$ cat src/rtl/sync_fifo.sv
`timescale 1ns/1ps

module sync_fifo #(
	parameter type T_ENTRY = logic [31:0],
	parameter int  DEPTH   = 16
) (
	input  logic                       okClk,
	input  logic                       i_reset,
	input  logic                       i_push,
	input  T_ENTRY                     i_entry,
	input  logic                       i_pop,
	output T_ENTRY                     o_head,
	output logic                       o_empty,
	output logic                       o_full,
	output logic [$clog2(DEPTH):0]     o_count
);

	localparam int AW = (DEPTH > 1) ? $clog2(DEPTH) : 1;
	localparam int CW = $clog2(DEPTH) + 1;

	T_ENTRY          mem [DEPTH];
	logic [AW-1:0]   wr_ptr;
	logic [AW-1:0]   rd_ptr;
	logic [CW-1:0]   count;
	logic            push_ok;
	logic            pop_ok;

	assign push_ok = i_push && !o_full;  // push into a full buffer is lost
	assign pop_ok  = i_pop && !o_empty;

	// storage
	always_ff @(posedge okClk) begin
		if (push_ok) begin
			mem[wr_ptr] <= i_entry;
		end
	end

	always_ff @(posedge okClk) begin
		if (i_reset) begin
			wr_ptr <= '0;
			rd_ptr <= '0;
			count  <= '0;
		end else begin
			if (push_ok) begin
				wr_ptr <= (wr_ptr == AW'(DEPTH - 1)) ? '0 : wr_ptr + 1'b1;
			end
			if (pop_ok) begin
				rd_ptr <= (rd_ptr == AW'(DEPTH - 1)) ? '0 : rd_ptr + 1'b1;
			end
			case ({push_ok, pop_ok})
				2'b10:   count <= count + 1'b1;
				2'b01:   count <= count - 1'b1;
				default: count <= count; // both or neither
			endcase
		end
	end

	// head falls through, valid whenever not empty
	assign o_head  = mem[rd_ptr];
	assign o_empty = (count == '0);
	assign o_full  = (count == CW'(DEPTH));
	assign o_count = count;

endmodule

$ cat config.mk
export PLATFORM = sky130hd
export DESIGN_NAME = sync_fifo
export DESIGN_NICKNAME = d
export VERILOG_FILES = /design/src/rtl/sync_fifo.sv
export SDC_FILE = /design/constraint.sdc
export NUM_CORES = 1
export LEC_CHECK = 0
export BUFFER_PORTS_ARGS = -buffer_cell sky130_fd_sc_hd__buf_2
export CAP_MARGIN = 25
export CORE_AREA = 2 2 207 169
export DETAILED_ROUTE_END_ITERATION = 10
export DIE_AREA = 0 0 209 171
export PLACE_DENSITY = 0.75
export SLEW_MARGIN = 20
export SYNTH_ARGS = -nofsm -noshare
export SYNTH_HDL_FRONTEND = slang
export SYNTH_SLANG_ARGS = --single-unit
$ cat constraint.sdc
create_clock -name okClk -period 5.6 [get_ports okClk]
set_input_delay 0.28 -clock okClk [delete_from_list [all_inputs] [get_ports okClk]]
set_output_delay 0.28 -clock okClk [all_outputs]
set_load 0.05 [all_outputs]
==> impl_metrics.toml <==
[sta]
drv_slew = 0
finalSetupViolations = 0
hold_viol_final = 0
worstMarginPinSlew_ns = 1.041
fin_setup_tns_ns = 0
slew_headroom_pct = 30.57
fmax_mhz = 276.3
fin_worst_skew_ns = 0.01589
fin_crit_ns = 3.619
fin_crit_sh_pct = 64.63
rsz0062_at_grt = "no"
setup_slack_ns = 1.981

[grt]
grt_util_met2_pct = 36.93
grtUsageTotal_pct = 23.51
grt_pass1_wl_mm = 60.06
busiest_layer = "met2"
antenna_found_initial = 1
grtUsageMet3_pct = 4.607
grtUsageMet1_pct = 34.58
overflow = 0
first_global_vias = 9393
grt_start_max_net_pins = 83

[floorplan]
rows = 61
die_w_um = 209
fp.coreArea_um2 = 33960
start_util_pct = 59.72
die_y_um = 171
num_io_pins = 75
die_area_um2 = 35740

[cells_and_area]
nets = 973
multiInputGateArea_um2 = 4309
drive_above_1_share_pct = 34.89
fillers = 2070
final_util_pct = 67.02
stdcell_area_um2 = 22760
regArea_um2 = 15730
final_cells = 1405
synthToLayoutAreaGrowth_pct = 12.22

[logic_synthesis]
synth_nets = 870
synth_cell_type_count = 37
syn_inst = 826
postSynthAreaPerCell_um2 = 24.56
synth_area_leaders = "edfxtp_1, mux4_2, dfxtp_1, mux4_1, buf_6"
ys_seq_elements = 529
yosys.area.top_type = "edfxtp_1"
ys_seq_area_share_pct = 77.48
yosysTopAreaCellShare_pct = 75.80
synth_warnings = 0
syn_area_um2 = 20280

[route]
dr.pass1.iters = 7
vias = 9037
routed_wl_mm = 40.29
viasPerCell = 6.432
dr.first_iter.drc_count = 878
wl_per_cell_um = 28.67
ant_nets = 0
drc = 0

[worst_hold_path]
whs_path_depth = 2
min_from = "i_reset"
min_to = "wr_ptr[2]"
holdCritPathClass = "primary input to register"

[clock_network]
cts_buffers = 48
htreeDepth = 2
clock_path_buffers = 3
cts_hold_buf = 0
clkTransAtPathRegs_ns = 0.07
post_cts_buffers = 0
cts_resized = 0
insertion_delay_ns = 0.57
cts_tree = "done"
cts.sinks = 529
cts_root_buf = "clkbuf_16"

[worst_setup_path]
required_ns = 5.32
r2r_start = "o_count[1]"
endpoint_kind = "primary output"
start_kind = "register"
max_stage_delay_ns = 0.71
r2r_cells = 9
rr_endpoint = "o_count[4]"
r2r_slack_ns = 2.35
worst_path_max_delay_cell = "dfxtp_4"
critPathKind = "register to primary output"
path_buf_inv = 2
path_max_fanout = 82
critPathTopFamily = "multiplexers"
worstPathCellList = "buf_12 > mux4_1 > mux4_2 > buf_2"
cp.arrival_ns = 3.34

[place]
dpl_cell_area_um2 = 21210
port-buffer-count = 74
post-place-ws_ns = 2.388
place.gp.congestion = 0.7034
post-dp-hpwl_mm = 20.05
dp_cells = 1320

[pwr]
p_leak_nw = 7.107
irDropWorstVdd_mv = 0.3987
cellPowerDensity_nw_per_um2 = 432.1

[flow_run]
cap_viol_max_count = 0

[status]
status = "complete, no violations"
[worst register-to-register path: stages (launching register included)]
cell	delay, ns
dfxtp_1	0.39
or4_1	0.67
o21ai_2	0.52
ha_1	0.42
xor2_1	0.18
ha_1	0.20
and3b_1	0.15
o21ai_0	0.06
a31oi_1	0.19
mux2_2	0.34
[synth_stat cells]
cell      count
nor2_1       12
and3b_1       1
a21oi_1       9
o31ai_1       1
edfxtp_1    512
and2_1       13
dfxtp_1      17
mux4_1       12
mux2_2        2
o2111a_1      1
clkbuf_1     16
o21ai_2       2
or3b_2        1
buf_2         4
nand3_1       1
a311o_1       2
o21ai_1       1
buf_6        15
nand3b_1      1
o211ai_1      2
inv_1         5
nor2b_1       3
clkbuf_2      1
mux4_2      148
nand2_1       4
nor3_1        1
nor4b_1       5
ha_1          8
mux2i_1       3
xor2_1        5
a21o_1        1
and3_1        1
o21ai_0       6
or4_1         1
or3_1         1
buf_1         7
a31oi_1       1
[area by class of cell]
type	instances	area share, %
sequential	529	69.09
clock inverter	21	0.9894
multi-input combinational	249	18.93
tap	441	2.424
clock buffer	63	5.838
timing repair buffer	96	2.639
inverter	5	0.08245
antenna	1	0.01099
[per-layer routing]
layer  part of all wire, %  vias up
li1                      -     3779
met1                    42     4814
met2                    48      382
met3                   7.7       62
met4                   2.2        0
met5                     0        -
[registers in the layout, summed over array words and instances, names as in the netlist, named ones only]
name	flops
mem	512
o_count	5
rd_ptr	4
wr_ptr	4
[metrics by stage]
step	total power [mW]	hold WS (ns)
6_report	9.834	0.05695
5_1_grt	10.16	0.07678
4_1_cts	9.923	0.05425
3_5_place_dp	6.685	0.4946
3_3_place_gp	6.656	0.4847
2_1_floorplan	6.309	0.3491
[layout by cell type (no fill, tap or decap), drive strengths merged, types with 2 or more instances in the layout]
cell	n
edfxtp	512
mux4	160
buf	96
clkbuf	63
dfxtp	17
clkinv	14
and2	13
nor2	12
a21oi	9
o21ai	9
ha	8
inv	5
xor2	5
bufinv	5
nor4b	5
nand2	4
mux2i	3
nor2b	3
a311o	2
o211ai	2
mux2	2
clkinvlp	2
[cell families (layout without fill, tap and decap cells)]
group / after synthesis / after routing / share of synthesized area (%)
AOI/OAI and AO/OA: 26 / 26 / 0.8143
xor gates and xnor gates: 5 / 5 / 0.2159
adders and majority gates: 8 / 8 / 0.4935
buffers and inverters: 48 / 185 / 1.474
DFF: 529 / 529 / 77.48
muxes: 165 / 165 / 18.25
other: 0 / 1 / 0
and+or+nand+nor: 45 / 45 / 1.277
[power by group]
group	switching, mW	internal [mW]	total, mW
sequential	0.142	4.45	4.59
combinational	1.11	0.875	1.99
clock	1.36	1.89	3.25
total	2.62	7.22	9.83
[worst max-delay path by stage]
stage / end / slack (ns) / cells past startpoint
after floorplan: mem[0][0] / 0.30 / 6
after global placement: o_count[4] / 2.47 / 9
after detailed placement: o_count[4] / 2.39 / 9
after CTS: o_head[16] / 1.90 / 4
after global routing: o_head[16] / 1.78 / 4
final: o_head[16] / 1.98 / 4
Note: power is estimated with default switching activity, not from simulation.
