==> src/include/npu_consts.svh <==
`ifndef NPU_CONSTS_SVH
`define NPU_CONSTS_SVH

// line geometry
`define NPU_HALF_BITS        16
`define NPU_HALVES_PER_LINE  8
`define NPU_LINE_BITS        (`NPU_HALF_BITS * `NPU_HALVES_PER_LINE)

// result word as seen on the pipe-out port
`define NPU_RESULT_BITS      32

// buffer depths, in entries
`define NPU_LINE_FIFO_DEPTH    16
`define NPU_RESULT_FIFO_DEPTH  16

// occupancy count width of a line FIFO, clog2(depth) + 1
`define NPU_LINE_COUNT_W     ($clog2(`NPU_LINE_FIFO_DEPTH) + 1)

// pipe-in ready needs at least this many free line entries
// one covers the registered ready, one the line still in the packer
`define NPU_HEADROOM_LINES   2

// host pipe word width, only the low halfword carries data
`define NPU_PIPE_BITS        32

`endif
==> src/rtl/npu_pkg.sv <==
`include "npu_consts.svh"

package npu_pkg;

	// one signed operand element
	typedef logic signed [`NPU_HALF_BITS-1:0] half_t;

	// element 0 sits in the low bits, it is the first halfword of the line
	typedef half_t [`NPU_HALVES_PER_LINE-1:0] line_t;

	// dot product plus bias, wraps modulo 2**32
	typedef logic signed [`NPU_RESULT_BITS-1:0] result_t;

endpackage

==> src/rtl/dot_engine.sv <==
`timescale 1ns/1ps
`include "npu_consts.svh"

module dot_engine import npu_pkg::*; (
	input  logic    okClk,
	input  logic    i_reset,
	input  logic    i_enable,
	input  half_t   i_bias,
	input  line_t   i_data_line,
	input  logic    i_data_empty,
	input  line_t   i_weig_line,
	input  logic    i_weig_empty,
	input  logic    i_result_full,
	output logic    o_pop,
	output logic    o_result_push,
	output result_t o_result
);

	localparam int IDX_W = $clog2(`NPU_HALVES_PER_LINE);

	typedef enum logic [1:0] {
		S_IDLE,
		S_ACC,   // one product per cycle
		S_BIAS,
		S_PUSH   // waits here while the result FIFO is full
	} state_t;

	state_t           state;
	line_t            data_q;
	line_t            weig_q;
	half_t            bias_q;
	logic [IDX_W-1:0] idx;
	result_t          acc;
	result_t          result_q;
	result_t          prod;
	logic             start;

	assign start = (state == S_IDLE) && i_enable && !i_data_empty && !i_weig_empty;

	// one pop strobe serves both line FIFOs
	assign o_pop = start;

	// signed 16x16, fits in 32 bits
	assign prod = $signed(data_q[idx]) * $signed(weig_q[idx]);

	// operand and result registers
	always_ff @(posedge okClk) begin
		if (start) begin
			data_q <= i_data_line;
			weig_q <= i_weig_line;
			bias_q <= i_bias; // bias sampled with the pair
		end
		if (state == S_BIAS) begin
			result_q <= acc + {{(`NPU_RESULT_BITS - `NPU_HALF_BITS){bias_q[`NPU_HALF_BITS-1]}}, bias_q};
		end
	end

	always_ff @(posedge okClk) begin
		if (i_reset) begin
			state <= S_IDLE;
			idx   <= '0;
			acc   <= '0;
		end else begin
			case (state)
				S_IDLE: begin
					if (start) begin
						idx   <= '0;
						acc   <= '0;
						state <= S_ACC;
					end
				end
				S_ACC: begin
					acc <= acc + prod; // wraps modulo 2**32
					idx <= idx + 1'b1;
					if (idx == IDX_W'(`NPU_HALVES_PER_LINE - 1)) begin
						state <= S_BIAS;
					end
				end
				S_BIAS: begin
					state <= S_PUSH;
				end
				S_PUSH: begin
					if (!i_result_full) begin
						state <= S_IDLE;
					end
				end
				default: state <= S_IDLE;
			endcase
		end
	end

	// push lands 10 cycles after start when the result FIFO has room
	assign o_result_push = (state == S_PUSH) && !i_result_full;
	assign o_result      = result_q;

endmodule

==> config.mk <==
export PLATFORM = sky130hd
export DESIGN_NAME = dot_engine
export DESIGN_NICKNAME = d
export VERILOG_FILES = /design/src/rtl/npu_pkg.sv /design/src/rtl/dot_engine.sv
export VERILOG_INCLUDE_DIRS = /design/src /design/src/include
export SDC_FILE = /design/constraint.sdc
export NUM_CORES = 1
export LEC_CHECK = 0
export BUFFER_PORTS_ARGS = -buffer_cell sky130_fd_sc_hd__buf_2
export CORE_UTILIZATION = 60
export DETAILED_ROUTE_END_ITERATION = 12
export PLACE_DENSITY = 0.88
export REMOVE_ABC_BUFFERS = 1
export SLEW_MARGIN = 0
export SYNTH_ARGS = -nofsm -noshare
export SYNTH_HDL_FRONTEND = slang
export SYNTH_SLANG_ARGS = --single-unit
==> constraint.sdc <==
create_clock -name okClk -period 14.63 [get_ports okClk]
set_input_delay 0 -clock okClk [delete_from_list [all_inputs] [get_ports okClk]]
set_output_delay 0 -clock okClk [all_outputs]
set_load 0.03 [all_outputs]
==> impl_metrics.env <==
export IMPL_cts_htree_levels=2
export IMPL_clk_path_buf_depth=3
export IMPL_numCtsBuffers=37
export IMPL_root_buffer="clkbuf_16"
export IMPL_endpoint="acc[31]$_SDFFE_PP0P_"
export IMPL_route_vias_total=18400
export IMPL_netlist_instances=1954
export IMPL_syn_area_um2=24610
export IMPL_routed_via_density=5.923
export IMPL_startpoint_type="register"
export IMPL_start_util_pct=61.37
export IMPL_m1WireLength_um=24590
export IMPL_first_pass_iters=6
export IMPL_hold_viol=0
export IMPL_io_pins=312
export IMPL_grt_use_total_pct=36.27
export IMPL_clock_skew_ns=0.02813
export IMPL_post_synth_cell_area_avg_um2=12.59
export IMPL_slew_violations=0
export IMPL_ys_flop_type="edfxtp_1"
export IMPL_synthDistinctLibCells=72
export IMPL_seq_area_frac_synth_pct=40.11
export IMPL_synth_edf_count=304
export IMPL_fin_cells=3106
export IMPL_grt_max_degree=126
export IMPL_first_global_vias=20120
export IMPL_setup_viol=0
export IMPL_synth_top_area_share_pct=37.10
export IMPL_syn_to_final_growth_pct=25.34
export IMPL_fmax_mhz=114.9
export IMPL_grt_ovfl_total=0
export IMPL_seqCellArea_um2=9876
export IMPL_met3_length_um=7033
export IMPL_tns_ns=0
export IMPL_routed_top_layer="met4"
export IMPL_routabilityCongestion=0.9623
export IMPL_wl_per_cell_um=23.55
export IMPL_end_kind="register"
export IMPL_slew_headroom_pct=7.932
export IMPL_yosysTopAreaCell="edfxtp_1"
export IMPL_r2r_cells=24
export IMPL_rsz0062_at_grt="false"
export IMPL_ys_async_sr_fraction_pct=0
export IMPL_drt_total_wl_um=73140
export IMPL_die_w_um=204.5
export IMPL_r2r_setup_slack_ns=5.92
export IMPL_die_h_um=204.5
export IMPL_dpl_cell_count=2763
export IMPL_grt_pass1_wl_um=112400
export IMPL_reg2reg_to="acc[31]$_SDFFE_PP0P_"
export IMPL_worstPathArrival_ns=9.14
export IMPL_r2r_start="idx[0]$_SDFFE_PP0P_"
export IMPL_postCtsSetupBuffers=0
export IMPL_row_count=73
export IMPL_ant_nets=0
export IMPL_multi_input_area_um2=13200
export IMPL_path_clk_slew_ns=0.07
export IMPL_dr_wl_met2_um=36250
export IMPL_min_path_type="in -> reg"
export IMPL_drc=0
export IMPL_numPortBuffers=311
export IMPL_antenna_found_initial=3
export IMPL_synth_seq_cells=341
export IMPL_cap_violations=0
export IMPL_worstSetupStartpoint="idx[0]$_SDFFE_PP0P_"
export IMPL_fillerInstances=2202
export IMPL_tightestPinTransition_ns=1.343
export IMPL_fin_crit_ns=8.706
export IMPL_nNetsFinal=3258
export IMPL_cts_tree="built"
export IMPL_ys_warn_count=0
export IMPL_fp_dieArea_um2=41820
export IMPL_insertion_delay_ns=0.57
export IMPL_hpwlAfterDp_um=43550
export IMPL_outcome="completed"
export IMPL_worstPathRequired_ns=15.07
export IMPL_synth_area_leaders="edfxtp_1 37%, fa_1 24%, ha_1 6.9%"
export IMPL_drive_gt1_share_pct=19.39
export IMPL_drtIter0Drc=2066
export IMPL_coreArea_um2=40100
export IMPL_cts_resized=0
export IMPL_final_util_pct=76.92
export IMPL_path_class="reg -> reg"
export IMPL_cts_sinks=341
export IMPL_postCtsHoldBufs=274
export IMPL_worstPathMaxFanout=43
export IMPL_fin_crit_sh_pct=59.51
-- layout make-up --
type	count	share of cell area, %
Antenna cell	3	0.02434
Clock buffer	43	3.176
Clock inverter	23	1.034
Inverter	360	4.406
Multi-Input combinational cell	1207	42.81
Sequential cell	341	32.02
Tap cell	525	2.130
Timing Repair Buffer	604	14.40
-- sequential cells by signal (all words and copies together) (netlist names) --
name,flops
state,2
data_q,128
o_result,32
idx,3
weig_q,128
bias_q,16
acc,32
-- stage by stage --
step	setup WS [ns]	hold WS [ns]	area, um2
4_1_cts	6.024	0.1272	30830
3_5_place_dp	6.029	0.1781	26790
5_1_grt	5.409	0.1414	30840
2_1_floorplan	5.242	0.07238	24420
3_3_place_gp	6.364	0.1760	26790
6_report	5.924	0.1448	30840
-- routing by layer --
metal	global-route usage [%]	vias up
met2	61.61	1349
met5	0	-
li1	-	7734
met4	22.97	0
met3	7.779	357
met1	41.87	8958
-- kinds of logic after synthesis --
| kind of cell | after synthesis | share of synthesized area (%) |
|---|---|---|
| adder cells (fa/ha/maj) | 429 | 30.75 |
| multiplexers | 115 | 8.055 |
| AO/OA/AOI/OAI | 181 | 5.197 |
| AND/OR/NAND/NOR | 418 | 7.373 |
| buffers and inverters | 406 | 6.234 |
| flip-flops | 341 | 40.11 |
| XOR/XNOR | 64 | 2.278 |
-- critical path: stages, from the launching register on --
cell and delay [ns]:
dfxtp_4 0.66, buf_4 0.76, mux4_2 0.40, mux2_2 0.45, inv_1 0.09, nor2_1 1.01
inv_1 0.20, fa_1 0.57, inv_1 0.06, fa_1 0.53, fa_1 0.45, fa_1 0.54
inv_1 0.05, fa_1 0.48, inv_1 0.04, ha_1 0.36, and3_1 0.20, nor2b_1 0.26
and4_1 0.28, o21ai_1 0.12, a31o_2 0.27, a21oi_1 0.22, a31o_2 0.20, xnor2_1 0.07
a22o_1 0.20
-- synthesized netlist by cell type, types with 2 or more instances --
cell type	count
a211oi_1	6
a21boi_0	3
a21o_1	16
a21oi_1	41
a21oi_2	3
a221oi_1	2
a22o_1	12
a22oi_1	17
a31o_2	3
a31oi_1	5
a32oi_1	3
and2_1	6
and3_1	5
buf_1	4
buf_2	8
clkbuf_1	34
dfxtp_1	37
edfxtp_1	304
fa_1	293
ha_1	136
inv_1	360
mux2_2	23
mux2i_1	27
mux4_2	64
nand2_1	138
nand2b_1	18
nand3_1	15
nand3b_1	3
nor2_1	185
nor2b_1	12
nor3_1	15
nor3_2	2
o2111ai_1	2
o21a_1	11
o21ai_0	27
o21ai_1	4
o21bai_1	4
o31a_1	2
o31ai_1	3
o41ai_2	2
or2_2	3
or3_1	4
xnor2_1	47
xor2_1	17
-- worst min path at each step --
stage / from / end / slack, ns / depth (start not counted)
2_1_floorplan: i_reset / acc[0]$_SDFFE_PP0P_ / 0.07 / 1
3_3_place_gp: i_weig_line[30] / weig_q[30]$_DFFE_PP_ / 0.18 / 1
3_5_place_dp: i_data_line[95] / data_q[95]$_DFFE_PP_ / 0.18 / 1
4_1_cts: i_weig_line[122] / weig_q[122]$_DFFE_PP_ / 0.13 / 2
5_1_grt: i_weig_line[105] / weig_q[105]$_DFFE_PP_ / 0.14 / 2
6_report: i_weig_line[58] / weig_q[58]$_DFFE_PP_ / 0.14 / 2
-- layout by cell type, fill, tap and decap left out, types with 5 or more instances in the layout --
cell type      synthesis  final
buf_2                  8    311
dlygate4sd3_1          0    274
mux2i_1               27     27
inv_1                360    359
nand2b_1              18     18
nor2b_1               12     12
a21o_1                16     16
buf_4                  0     19
fa_1                 293    293
mux2_2                23     23
bufinv_16              0      7
mux4_2                64     64
edfxtp_1             304    304
nand2_1              138    138
ha_1                 136    136
a21oi_1               41     41
dfxtp_1               37     34
and3_1                 5      5
clkinv_1               0      8
xor2_1                17     17
a211oi_1               6      6
xnor2_1               47     47
and2_1                 6      6
a22o_1                12     12
nor3_1                15     15
o21ai_0               27     27
a22oi_1               17     17
nand3_1               15     15
clkbuf_16              0     38
nor2_1               185    185
o21a_1                11     11
a31oi_1                5      5
Power is not shown: default switching activity piles up to over one toggle a cycle in this logic, so the estimate is an artifact.
