--- config.mk ---
export PLATFORM = sky130hd
export DESIGN_NAME = halfword_packer
export DESIGN_NICKNAME = d
export VERILOG_FILES = /design/src/rtl/npu_pkg.sv /design/src/rtl/halfword_packer.sv
export VERILOG_INCLUDE_DIRS = /design/src /design/src/include
export SDC_FILE = /design/constraint.sdc
export NUM_CORES = 1
export LEC_CHECK = 0
export BUFFER_PORTS_ARGS = -buffer_cell sky130_fd_sc_hd__buf_2
export CELL_PAD_IN_SITES_DETAIL_PLACEMENT = 1
export CELL_PAD_IN_SITES_GLOBAL_PLACEMENT = 2
export CORE_AREA = 2 2 91 136
export DETAILED_ROUTE_END_ITERATION = 10
export DIE_AREA = 0 0 93 138
export HOLD_SLACK_MARGIN = 0.08
export PLACE_DENSITY = 0.92
export SLEW_MARGIN = 20
export SYNTH_ARGS = -nofsm -noshare
export SYNTH_HDL_FRONTEND = slang
export SYNTH_SLANG_ARGS = --single-unit
--- constraint.sdc ---
create_clock -name okClk -period 1.68 [get_ports okClk]
set_input_delay 0.084 -clock okClk [delete_from_list [all_inputs] [get_ports okClk]]
set_output_delay 0.084 -clock okClk [all_outputs]
set_load 0.03 [all_outputs]
--- src/include/npu_consts.svh ---
`ifndef NPU_CONSTS_SVH
`define NPU_CONSTS_SVH

// line geometry
`define NPU_HALF_BITS        16
`define NPU_HALVES_PER_LINE  8
`define NPU_LINE_BITS        (`NPU_HALF_BITS * `NPU_HALVES_PER_LINE)

// result word as seen on the pipe-out port
`define NPU_RESULT_BITS      32

// buffer depths, in entries
`define NPU_LINE_FIFO_DEPTH    16
`define NPU_RESULT_FIFO_DEPTH  16

// occupancy count width of a line FIFO, clog2(depth) + 1
`define NPU_LINE_COUNT_W     ($clog2(`NPU_LINE_FIFO_DEPTH) + 1)

// pipe-in ready needs at least this many free line entries
// one covers the registered ready, one the line still in the packer
`define NPU_HEADROOM_LINES   2

// host pipe word width, only the low halfword carries data
`define NPU_PIPE_BITS        32

`endif
--- src/rtl/npu_pkg.sv ---
`include "npu_consts.svh"

package npu_pkg;

	// one signed operand element
	typedef logic signed [`NPU_HALF_BITS-1:0] half_t;

	// element 0 sits in the low bits, it is the first halfword of the line
	typedef half_t [`NPU_HALVES_PER_LINE-1:0] line_t;

	// dot product plus bias, wraps modulo 2**32
	typedef logic signed [`NPU_RESULT_BITS-1:0] result_t;

endpackage

--- src/rtl/halfword_packer.sv ---
`timescale 1ns/1ps
`include "npu_consts.svh"

module halfword_packer import npu_pkg::*; (
	input  logic                          okClk,
	input  logic                          i_reset,
	input  logic                          i_write,
	input  logic [`NPU_PIPE_BITS-1:0]     i_word,
	input  logic [`NPU_LINE_COUNT_W-1:0]  i_fifo_count,
	output logic                          o_ready,
	output logic                          o_push,
	output line_t                         o_line
);

	localparam int CNT_W = $clog2(`NPU_HALVES_PER_LINE);

	logic [CNT_W-1:0]             half_cnt; // halfwords in the partial line
	logic [`NPU_LINE_BITS-1:0]    shift_q;
	logic [`NPU_LINE_COUNT_W-1:0] free_entries;
	logic                         last_half;

	assign last_half = (half_cnt == CNT_W'(`NPU_HALVES_PER_LINE - 1));

	// new halfword enters at the top and walks down, first one ends at bits 15:0
	always_ff @(posedge okClk) begin
		if (i_write) begin
			shift_q <= {i_word[`NPU_HALF_BITS-1:0], shift_q[`NPU_LINE_BITS-1:`NPU_HALF_BITS]};
		end
	end

	always_ff @(posedge okClk) begin
		if (i_reset) begin
			half_cnt <= '0; // drops any partial line
			o_push   <= 1'b0;
		end else begin
			o_push <= i_write && last_half; // line is complete in shift_q next cycle
			if (i_write) begin
				half_cnt <= last_half ? '0 : half_cnt + 1'b1;
			end
		end
	end

	assign o_line = line_t'(shift_q);

	// block throttle
	assign free_entries = `NPU_LINE_COUNT_W'(`NPU_LINE_FIFO_DEPTH) - i_fifo_count;

	always_ff @(posedge okClk) begin
		if (i_reset) begin
			o_ready <= 1'b0;
		end else begin
			// count lags pushes by a cycle, headroom absorbs that
			if (free_entries >= `NPU_LINE_COUNT_W'(`NPU_HEADROOM_LINES)) begin
				o_ready <= 1'b1;
			end else begin
				o_ready <= 1'b0;
			end
		end
	end

endmodule

==> run summary, run 1 <==
Run status -> finished, final reports clean
Die Height -> 138 microns
Die area -> 0.0128 sq mm
R2R Setup Slk -> 0.18 ns
CTS Buf Count -> 17
Peak VDD IR -> 707 uV
#FFs+latches synth -> 133
Crit share post-route -> 89.2%
Die width -> 93 microns
Core area -> 0.0118 sq mm
Clk sinks -> 133
Area delta synth->final -> 42.3%
Fin util -> 49.7%
CP most frequent cell -> ha_1
Power per Cell Area -> 1370 mW/mm^2
Crit path launch type -> flip-flop
Hold Path Class -> in2reg
# Post-CTS Setup Buffers -> 0
Syn_nets -> 201
Worst Path Max Fanout -> 3
CTS tree -> done
Reg2reg start -> half_cnt[0]$_SDFFE_PP0P_
Initial antenna violation count -> 0
Leak -> 0.00235 uW
Filler cell count -> 1142
Total number of vias -> 2209
RR Endpoint -> o_push$_SDFF_PP0_
Multi-input gate area -> 156 sq um
Worst Clk Skew -> 0.00678 ns
Synthesis Warnings -> 0
Slowest Stage Delay on Critical Path -> 0.54 ns
FF-to-FF path depth -> 5
Library cells used by synthesis -> 15
Number of max-slew violations in the final report -> 0
Critical path cell sequence -> ha_1 -> ha_1 -> nand2_1 -> nor2_1 -> dlygate4sd3_1
Clk slew on worst S/H paths -> 0.05 ns
Seq/Total Area, Yosys -> 95.9%
GRT Util Overall -> 13.2%
Layout Nets -> 395
Vias in the first global route -> 2408
Final min period -> 1.50 ns
Final setup fails -> 0
DP Wirelength -> 5.49 mm
Hold Vio Cnt, Final -> 0
Avg Synthesized Cell Area -> 26.2 sq um
CP Capture Type -> flip-flop
Final ANT Viol Nets -> 0
Slowest stage cell on the critical path -> dlygate4sd3_1
Data required, critical path -> 1.96 ns
# IOs -> 170
Unrepaired setup endpoints after global routing -> no
CP endpoint -> o_push$_SDFF_PP0_
CP arrival -> 1.78 ns
N_diodes -> 0
H-tree depth -> 4
Register area -> 0.00394 sq mm
Worst skew pair latency -> 0.40 ns
Total grt overflow -> 0
First-pass GRT wire length -> 12.7 mm
RePlAce Congestion -> 0.678
CP Class -> reg2reg
Routed WL per cell -> 15.9 microns
Largest net degree at the start of global routing -> 40
Layout cells sized above 1 -> 48.8%
Crit path from -> half_cnt[0]$_SDFFE_PP0P_
# port buffers -> 153
Initial DRT Pass Iterations -> 4
Max-cap violations -> 0
Max Root-Sink Buffers -> 2
Final setup TNS -> 0 ns
Slew Limit Headroom -> 73.8%
Fmax -> 0.667 GHz
Synthesized instance count -> 157
Number of vias per cell -> 4.30
Resize count post-CTS -> 0
Routed Wire Length -> 8.17 mm
DRC -> 0
CTS root buffer -> clkbuf_16
Slew @ Worst Pin -> 0.393 ns
Netlist Area Pre-Place -> 0.00411 sq mm
Drt initial violations -> 50
Core Rows -> 49
Starting Density -> 34.9%
flip-flops by register name (all words and copies together), names as in the netlist:
name,count
o_push,1
o_ready,1
o_line,128
half_cnt,3
placed cells by master (no fill, tap or decap):
master,count
a21oi_1,1
a31oi_1,1
buf_12,3
buf_2,152
buf_6,1
bufinv_16,2
clkbuf_1,4
clkbuf_16,17
clkinv_1,5
clkinvlp_4,1
dfxtp_1,5
dlygate4sd3_1,19
edfxtp_1,128
ha_1,4
inv_1,3
mux2i_1,3
nand2_1,2
nand2b_1,1
nand3b_1,1
nor2_1,4
nor3_1,1
nor4b_1,1
o21ai_1,1
or4b_1,1
final cells by class:
type	instances	area share (%)
clock buffers	21	7.53
clock inverters	8	1.48
inverters	3	0.192
multi-input cells	21	2.67
flip-flops and latches	133	67.4
well taps	153	3.27
repair buffers	175	17.5
cell usage after synthesis:
cell      instances  area, sq um
nor3_1            1         5.00
nand3b_1          1         7.51
o21ai_1           1         5.00
nand2_1           2         7.51
nand2b_1          1         6.26
a21oi_1           1         5.00
dfxtp_1           5          100
mux2i_1           3         30.0
a31oi_1           1         6.26
or4b_1            1         10.0
inv_1             3         11.3
ha_1              4         50.1
edfxtp_1        128         3840
nor2_1            4         15.0
nor4b_1           1         8.76
routing by layer:
layer,up-vias,track usage [%],part of all wire [%]
li1,1017,-,-
met1,1056,14.3,38
met2,125,21.6,51
met3,11,6.87,10
met4,0,5.57,1.6
met5,-,0,0
worst max-delay path, delay by kind of cell, from the launching register on:
family | cells | cell delay (ns)
DFF | 1 | 0.32
and+or+nand+nor | 2 | 0.11
adders and majority gates | 2 | 0.42
buffers and inverters | 1 | 0.54
report_power, final:
group          switching [uW]  internal [uW]
Sequential               90.5           3880
Clock                    1190           2130
Combinational             539            195
logic make-up (layout without fill, tap and decap cells):
kind of cell | after synthesis | count (layout) | share of synthesized area (%)
AOI/OAI and AO/OA | 3 | 3 | 0.395
and+or+nand+nor | 11 | 11 | 1.46
muxes | 3 | 3 | 0.730
buffers and inverters | 3 | 207 | 0.274
DFF | 133 | 133 | 95.9
adders and majority gates | 4 | 4 | 1.22
stage by stage:
| stage | power (uW) | setup slack, ns | cells | hold WS, ns | cell area (sq um) |
|---|---|---|---|---|---|
| 6_report | 8020 | 0.181 | 514 | 0.0770 | 5850 |
| 5_1_grt | 8330 | 0.0998 | 514 | 0.0877 | 5850 |
| 4_1_cts | 8130 | 0.0825 | 515 | 0.0909 | 5860 |
| 3_5_place_dp | 4740 | 0.568 | 466 | 0.263 | 5130 |
| 3_3_place_gp | 4710 | 0.629 | 466 | 0.261 | 5130 |
| 2_1_floorplan | 4430 | 0.659 | 157 | 0.153 | 4110 |
worst min-delay path by stage:
stage | from | end | slack [ns] | cells past startpoint
after floorplan | i_reset | half_cnt[1]$_SDFFE_PP0P_ | 0.15 | 1
after CTS | i_write | o_line[120]$_DFFE_PP_ | 0.09 | 1
after detailed placement | i_word[0] | o_line[112]$_DFFE_PP_ | 0.26 | 1
after global placement | i_word[3] | o_line[115]$_DFFE_PP_ | 0.26 | 1
after global routing | i_fifo_count[2] | o_ready$_SDFF_PP0_ | 0.09 | 3
final | i_fifo_count[2] | o_ready$_SDFF_PP0_ | 0.08 | 3
timing repair:
action	4_1_cts	5_1_grt
hold endpoints to repair	21	0
hold buffers	20	0
endpoints found under the setup margin	0	1
No activity file was read; power rests on OpenSTA's default activity.
==> run 2, diff against run 1 <==
==> constraint.sdc (replaced) <==
create_clock -name okClk -period 1.78 [get_ports okClk]
set_input_delay 0.089 -clock okClk [delete_from_list [all_inputs] [get_ports okClk]]
set_output_delay 0.089 -clock okClk [all_outputs]
set_load 0.03 [all_outputs]
==> run 2 against run 1 <==
  * Die area is the same
  * Sequential power is 5.8% lower
  * Clock power barely moved
  * Sequential share of layout area fell by 0.71 points
  * Total power is 2.9% lower
  * Cell area increased by 1.1%
  * Utilization grew 0.53 points
  * Final cell count up 0.97%
  * Clock-buffer cell count unchanged
  * Setup slack improved by 0.32 ns
  * Via count increased by 1.9%
  * Non-clock buffer count is 2 higher
  * Critical path type is now in2reg
==> run summary, run 2 (synthesis gave the netlist of run 1 again) <==
Routed Wire Length -> 8.11 mm (was 8.17 mm)
CP arrival -> 1.57 ns (was 1.78 ns)
Fmax -> 0.780 GHz
Most frequent cells in the layout -> buf_2 (152), edfxtp_1 (128), dlygate4sd3_1 (19) (unchanged)
R2R Setup Slk -> 0.67 ns (was 0.18 ns)
Clk sinks -> 133 (unchanged)
Die width -> 93 microns (unchanged)
Logic gate share of total power -> 9.0% (was 9.2%)
Final ANT Viol Nets -> 0 (unchanged)
Data required, critical path -> 2.06 ns (was 1.96 ns)
Hold slack -> 0.401 ns (was 0.0770 ns)
Power per Cell Area -> 1320 mW/mm^2 (was 1370 mW/mm^2)
Initial DRT Pass Iterations -> 4 (unchanged)
Reg2reg start -> half_cnt[0]$_SDFFE_PP0P_ (unchanged)
Switching share of power -> 22.7% (about the same)
CP Class -> in2reg (was reg2reg)
Clock Power Share -> 43.0% (was 41.4%)
RR Endpoint -> half_cnt[1]$_SDFFE_PP0P_ (was o_push$_SDFF_PP0_)
FF-to-FF path depth -> 4 (was 5)
CTS tree -> done (unchanged)
Drt initial violations -> 64 (was 50)
Crit share post-route -> 72.1%
Max Root-Sink Buffers -> 2 (unchanged)
Routed WL per cell -> 15.6 microns (was 15.9 microns)
Die Height -> 138 microns (unchanged)
Hold EP -> o_line[120]$_DFFE_PP_ (was o_ready$_SDFF_PP0_)
Slew @ Worst Pin -> 0.382 ns (was 0.393 ns)
Fin util -> 50.2% (was 49.7%)
Leak -> 0.00238 uW (was 0.00235 uW)
Largest register FFs -> 128 (unchanged)
WHS Path Cells -> 2 (was 3)
Hold Startpoint -> i_word[8] (was i_fifo_count[2])
Worst Clk Skew -> 0.00618 ns (was 0.00678 ns)
Worst Path Max Fanout -> 3 (unchanged)
H-tree depth -> 4 (unchanged)
Area delta synth->final -> 43.9% (was 42.3%)
Slew Limit Headroom -> 74.5% (was 73.8%)
Hold Path Class -> in2reg (unchanged)
Vias in the first global route -> 2442 (was 2408)
Worst skew pair latency -> 0.40 ns (about the same)
GRT Util Overall -> 12.9% (was 13.2%)
Peak VDD IR -> 675 uV (was 707 uV)
Starting Density -> 34.9% (unchanged)
Hold Vio Cnt, Final -> 0 (unchanged)
# port buffers -> 153 (unchanged)
Internal Power -> 6030 uW (was 6200 uW)
Crit path launch type -> primary input (was flip-flop)
Layout cells sized above 1 -> 50.0% (was 48.8%)
First-pass GRT wire length -> 12.5 mm (was 12.7 mm)
Unrepaired setup endpoints after global routing -> no (unchanged)
Final setup TNS -> 0 ns (unchanged)
Filler cell count -> 1156 (was 1142)
CP Capture Type -> flip-flop (unchanged)
Final min period -> 1.28 ns
CTS root buffer -> clkbuf_16 (unchanged)
Number of max-slew violations in the final report -> 0 (unchanged)
N_diodes -> 0 (unchanged)
DRC -> 0 (unchanged)
CTS Buf Count -> 17 (unchanged)
Psw -> 1770 uW (was 1820 uW)
Run status -> finished, final reports clean (unchanged)
RePlAce Congestion -> 0.679 (was 0.678)
Total grt overflow -> 0 (unchanged)
# IOs -> 170 (unchanged)
Most frequent standard cell in the layout excluding fill and tap cells -> buf_2 (unchanged)
Layout Nets -> 397 (was 395)
Core Rows -> 49 (unchanged)
Number of vias per cell -> 4.34 (was 4.30)
Final setup fails -> 0 (unchanged)
Placed Cells -> 468 (was 466)
Largest net degree at the start of global routing -> 38 (was 40)
Total number of vias -> 2251 (was 2209)
Reg power frac -> 48.0% (was 49.4%)
Non-Filler Instances -> 519 (was 514)
Core area -> 0.0118 sq mm (unchanged)
Max-cap violations -> 0 (unchanged)
Initial antenna violation count -> 0 (unchanged)
Die area -> 0.0128 sq mm (unchanged)
Resize count post-CTS -> 0 (unchanged)
Clk slew on worst S/H paths -> 0.05 ns (about the same)
## run 2: cell types whose count changed in the layout (fill, tap and decap cells not counted)
cell        change
clkinvlp_4      +2
bufinv_16       +1
clkinv_2        +2
buf_4           +2
clkinv_1        -2
## run 2: how the worst max path moves through the flow
| stage | start | end | slack (ns) | depth (start not counted) |
|---|---|---|---|---|
| global route | i_fifo_count[0] | o_ready$_SDFF_PP0_ | 0.50 | 5 |
| CTS | i_write | o_line[63]$_DFFE_PP_ | 0.58 | 3 |
| finish | i_fifo_count[0] | o_ready$_SDFF_PP0_ | 0.50 | 5 |
| floorplan | half_cnt[0]$_SDFFE_PP0P_ | half_cnt[2]$_SDFFE_PP0P_ | 0.76 | 4 |
| global placement | half_cnt[0]$_SDFFE_PP0P_ | half_cnt[1]$_SDFFE_PP0P_ | 0.73 | 4 |
| detailed placement | half_cnt[0]$_SDFFE_PP0P_ | half_cnt[1]$_SDFFE_PP0P_ | 0.67 | 4 |
## run 2: metrics by stage
stage | instance area [sq um] | total power [uW] | setup slack [ns]
2_1_floorplan | 4110 | 4180 | 0.759
3_3_place_gp | 5150 | 4450 | 0.731
3_5_place_dp | 5150 | 4480 | 0.670
4_1_cts | 5910 | 7890 | 0.582
5_1_grt | 5910 | 8090 | 0.497
6_report | 5910 | 7790 | 0.497
## run 2: power groups by stage
stage / Combinational (uW) / Clock [uW] / Sequential [uW]
floorplan: 18.8 / 0 / 4160
global placement: 659 / 0 / 3790
detailed placement: 672 / 0 / 3810
CTS: 704 / 3440 / 3750
global route: 736 / 3580 / 3770
finish: 700 / 3350 / 3740
## run 2: cell type report
| cell class | instances | area, sq um | share of cell area [%] |
|---|---|---|---|
| well taps | 153 | 191 | 3.24 |
| multi-input cells | 21 | 156 | 2.64 |
| flip-flops and latches | 133 | 3940 | 66.7 |
| clock buffers | 21 | 440 | 7.45 |
| inverters | 3 | 11.3 | 0.190 |
| clock inverters | 11 | 134 | 2.26 |
| repair buffers | 177 | 1040 | 17.5 |
## run 2: worst max-delay path: stages
cell and delay, ns:
buf_2 0.11, or4b_1 0.51, o21ai_1 0.14, a31oi_1 0.13, dlygate4sd3_1 0.58
## run 2: per-layer routing
| layer | vias up | global-route usage (%) | share of wire (%) |
|---|---|---|---|
| li1 | 1018 | - | - |
| met1 | 1087 | 14.0 | 37 |
| met2 | 130 | 21.7 | 52 |
| met3 | 16 | 5.67 | 9.6 |
| met4 | 0 | 5.88 | 1.9 |
| met5 | - | 0 | 0 |
## run 2: what timing repair did
action                     CTS  global route
hold buffers                19             0
buffers inserted             0             0
setup endpoints to repair    0             0
hold endpoints to repair    21             0
==> run 3, diff against run 2 <==
--- a/config.mk
+++ b/config.mk
@@ -6,14 +6,15 @@
 export SDC_FILE = /design/constraint.sdc
 export NUM_CORES = 1
 export LEC_CHECK = 0
+export ABC_AREA = 1
 export BUFFER_PORTS_ARGS = -buffer_cell sky130_fd_sc_hd__buf_2
 export CELL_PAD_IN_SITES_DETAIL_PLACEMENT = 1
 export CELL_PAD_IN_SITES_GLOBAL_PLACEMENT = 2
-export CORE_AREA = 2 2 91 136
+export CORE_AREA = 2 2 99 149
 export DETAILED_ROUTE_END_ITERATION = 10
-export DIE_AREA = 0 0 93 138
+export DIE_AREA = 0 0 101 151
 export HOLD_SLACK_MARGIN = 0.08
-export PLACE_DENSITY = 0.92
+export PLACE_DENSITY = 0.83
 export SLEW_MARGIN = 20
 export SYNTH_ARGS = -nofsm -noshare
 export SYNTH_HDL_FRONTEND = slang
==> constraint.sdc (replaced) <==
create_clock -name okClk -period 1.1 [get_ports okClk]
set_input_delay 0.055 -clock okClk [delete_from_list [all_inputs] [get_ports okClk]]
set_output_delay 0.055 -clock okClk [all_outputs]
set_load 0.03 [all_outputs]
==> run 3 against run 2 <==
  * Non-clock buffer count up 13
  * Die area up 19%
  * Total power is 62% higher
  * Clock skew about the same
  * Critical path type is now reg2out
==> run summary, run 3 <==
Library cells used by synthesis -> 13 (was 15)
Yosys top cell by area -> edfxtp_1 (unchanged)
Layout Nets -> 420 (was 397)
Primary FF master, synth -> edfxtp_1 (unchanged)
Critical path cell sequence -> buf_6 (was buf_2 -> or4b_1 -> o21ai_1 -> a31oi_1 -> dlygate4sd3_1)
First-pass GRT wire length -> 12.5 mm (about the same)
Async set-reset flop share out of synthesis -> 0% (unchanged)
Drt initial violations -> 57 (was 64)
Max Root-Sink Buffers -> 2 (unchanged)
#FFs+latches synth -> 133 (unchanged)
Synthesis Warnings -> 0 (unchanged)
Reg power frac -> 48.1% (was 48.0%)
Most frequent cells in the layout -> edfxtp_1 (128), buf_2 (124), buf_4 (26) (was buf_2 (152), edfxtp_1 (128), dlygate4sd3_1 (19))
Final setup fails -> 0 (unchanged)
# IOs -> 170 (unchanged)
Clk slew on worst S/H paths -> 0.06 ns (was 0.05 ns)
Total Power -> 12600 uW (was 7790 uW)
Starting Density -> 29.6% (was 34.9%)
DP Wirelength -> 5.67 mm
Count leader, synth -> edfxtp_1 (unchanged)
FF-to-FF path depth -> 5 (was 4)
Initial antenna violation count -> 0 (unchanged)
Die width -> 101 microns (was 93 microns)
Die Height -> 151 microns (was 138 microns)
Final ANT Viol Nets -> 0 (unchanged)
DRC -> 0 (unchanged)
N_diodes -> 0 (unchanged)
RePlAce Congestion -> 0.702 (was 0.679)
Psw -> 2990 uW (was 1770 uW)
CTS Hold Bufs -> 21 (was 19)
Vias in the first global route -> 2443 (was 2442)
Avg Synthesized Cell Area -> 24.7 sq um (was 26.2 sq um)
Most frequent standard cell in the layout excluding fill and tap cells -> edfxtp_1 (was buf_2)
Data required, critical path -> 1.04 ns (was 2.06 ns)
Worst skew pair latency -> 0.40 ns (about the same)
CP top delay family -> flip-flops (was buffers and inverters)
Hold Path Class -> in2reg (unchanged)
Largest net degree at the start of global routing -> 33 (was 38)
Worst Clk Skew -> 0.00635 ns (was 0.00618 ns)
CP Class -> reg2out (was in2reg)
Worst Path Max Fanout -> 2 (was 3)
Netlist Area Pre-Place -> 0.00413 sq mm (was 0.00411 sq mm)
Syn_nets -> 211 (was 201)
Initial DRT Pass Iterations -> 4 (unchanged)
Final min period -> 1.06 ns
Internal Power -> 9610 uW (was 6030 uW)
Reg2reg start -> half_cnt[1]$_SDFFE_PP0P_ (was half_cnt[0]$_SDFFE_PP0P_)
Cell count along the critical path -> 1 (was 5)
Switching share of power -> 23.7% (was 22.7%)
Power per Cell Area -> 2050 mW/mm^2 (was 1320 mW/mm^2)
Total grt overflow -> 0 (unchanged)
Crit path from -> o_line[66]$_DFFE_PP_ (was i_fifo_count[0])
Fmax -> 0.943 GHz
Synthesized instance count -> 167 (was 157)
H-tree depth -> 4 (unchanged)
Post-synth top area share -> 93.1% (was 93.5%)
Placed Cells -> 491 (was 468)
Post-synth EDFFs -> 128 (unchanged)
Hold Vio Cnt, Final -> 0 (unchanged)
WP buf/inv -> 1 (was 2)
Crit path launch type -> flip-flop (was primary input)
CTS tree -> done (unchanged)
Top post-synthesis cells by area -> edfxtp_1 (93%), dfxtp_1 (2.4%), ha_1 (1.2%) (unchanged)
Slew Limit Headroom -> 84.5% (was 74.5%)
Non-Filler Instances -> 554 (was 519)
CP arrival -> 1.01 ns (was 1.57 ns)
Peak VDD IR -> 938 uV (was 675 uV)
Filler cell count -> 1383 (was 1156)
Largest register FFs -> 128 (unchanged)
R2R Setup Slk -> 0.07 ns (was 0.67 ns)
CP Capture Type -> output port (was flip-flop)
Area delta synth->final -> 49.3% (was 43.9%)
Layout cells sized above 1 -> 52.4% (was 50.0%)
Logic gate share of total power -> 9.7% (was 9.0%)
Clock Power Share -> 42.2% (was 43.0%)
CTS Buf Count -> 17 (unchanged)
Slowest Stage Delay on Critical Path -> 0.44 ns (was 0.58 ns)
Run status -> finished, final reports clean (unchanged)
Routed Wire Length -> 8.34 mm (was 8.11 mm)
Total number of vias -> 2307 (was 2251)
Core area -> 0.0139 sq mm (was 0.0118 sq mm)
RR Endpoint -> half_cnt[0]$_SDFFE_PP0P_ (was half_cnt[1]$_SDFFE_PP0P_)
GRT Util Overall -> 11.0% (was 12.9%)
Leak -> 0.00249 uW (was 0.00238 uW)
Slew @ Worst Pin -> 0.232 ns (was 0.382 ns)
Slowest stage cell on the critical path -> edfxtp_1 (was dlygate4sd3_1)
Unrepaired setup endpoints after global routing -> yes (was no)
Crit share post-route -> 96.4%
CP endpoint -> o_line[66] (was o_ready$_SDFF_PP0_)
Routed WL per cell -> 15.1 microns (was 15.6 microns)
Seq/Total Area, Yosys -> 95.6% (was 95.9%)
Post-synth top cells -> edfxtp_1 (128), inv_1 (9), nand2_1 (7) (was edfxtp_1 (128), dfxtp_1 (5), ha_1 (4), nor2_1 (4))
Number of vias per cell -> 4.16 (was 4.34)
Max-cap violations -> 0 (unchanged)
Clk sinks -> 133 (unchanged)
Core Rows -> 53 (was 49)
Die area -> 0.0153 sq mm (was 0.0128 sq mm)
CTS root buffer -> clkbuf_16 (unchanged)
# port buffers -> 153 (unchanged)
Number of max-slew violations in the final report -> 0 (unchanged)
[run 3: cell count changes after synthesis, moves of 2 or more]
cell     before  now
mux2i_1       3    0
nand3_1       0    2
a21oi_1       1    3
inv_1         3    9
nand2_1       2    7
[run 3: metal layers]
layer / vias up / GRT usage (%) / share of wire (%)
met2: 111 / 18.7 / 53
li1: 1069 / - / -
met4: 0 / 5.07 / 0.91
met5: - / 0 / 0
met3: 7 / 5.45 / 8.1
met1: 1120 / 11.4 / 38
[run 3: cell families (layout without fill, tap and decap cells)]
family	count (synthesis)	count (layout)	share of synthesized area, %
compound gates	6	6	0.879
fa+ha+maj	4	4	1.21
buf+inv	9	231	0.819
flops	133	133	95.6
simple gates	15	15	1.52
[run 3: power groups by stage]
stage	Combinational, uW	Clock [uW]	Sequential [uW]
after CTS	1180	5490	6060
after floorplan	35.4	0	6730
after detailed placement	1090	0	6170
after global routing	1290	5680	6100
after global placement	1080	0	6140
final	1220	5320	6060
[run 3: worst register-to-register path, stage by stage, from the launching register on]
cell	delay (ns)
dfxtp_1	0.33
ha_2	0.17
ha_2	0.16
inv_2	0.04
a21oi_1	0.16
a211oi_2	0.05
[run 3: worst min path at each step]
stage,start,endpoint,slack (ns),depth (start not counted)
after global placement,i_word[7],o_line[119]$_DFFE_PP_,0.23,1
final,i_write,o_line[10]$_DFFE_PP_,0.006,1
after global routing,i_write,o_line[10]$_DFFE_PP_,-0.01,1
after detailed placement,i_word[7],o_line[119]$_DFFE_PP_,0.23,1
after floorplan,i_reset,half_cnt[1]$_SDFFE_PP0P_,0.12,1
after CTS,i_write,o_line[10]$_DFFE_PP_,-0.01,1
[run 3: layout make-up]
class	count	area [sq um]	share of cell area, %
inverters	9	33.8	0.548
clock buffers	18	429	6.97
well taps	165	206	3.35
multi-input cells	25	159	2.58
flip-flops and latches	133	3950	64.0
repair buffers	190	1250	20.3
clock inverters	14	136	2.21
[run 3: stage by stage]
| step | util, % | hold WS (ns) | TNS [ns] | worst slack (ns) | area [sq um] |
|---|---|---|---|---|---|
| 2_1_floorplan | - | 0.124 | 0 | 0.0960 | 4130 |
| 3_3_place_gp | 37.3 | 0.232 | 0 | 0.0448 | 5190 |
| 3_5_place_dp | 37.3 | 0.234 | -0.0791 | -0.0791 | 5190 |
| 4_1_cts | 43.2 | -0.0120 | -0.00358 | -0.00358 | 6020 |
| 5_1_grt | 44.2 | -0.0120 | -0.0691 | -0.0199 | 6160 |
| 6_report | 44.2 | 0.00643 | 0 | 0.0391 | 6160 |
[run 3: timing repair]
item	CTS	global route
endpoints found under the setup margin	8	29
hold endpoints to repair	37	16
pin swaps	1	1
buffers inserted	2	8
resized for setup	16	46
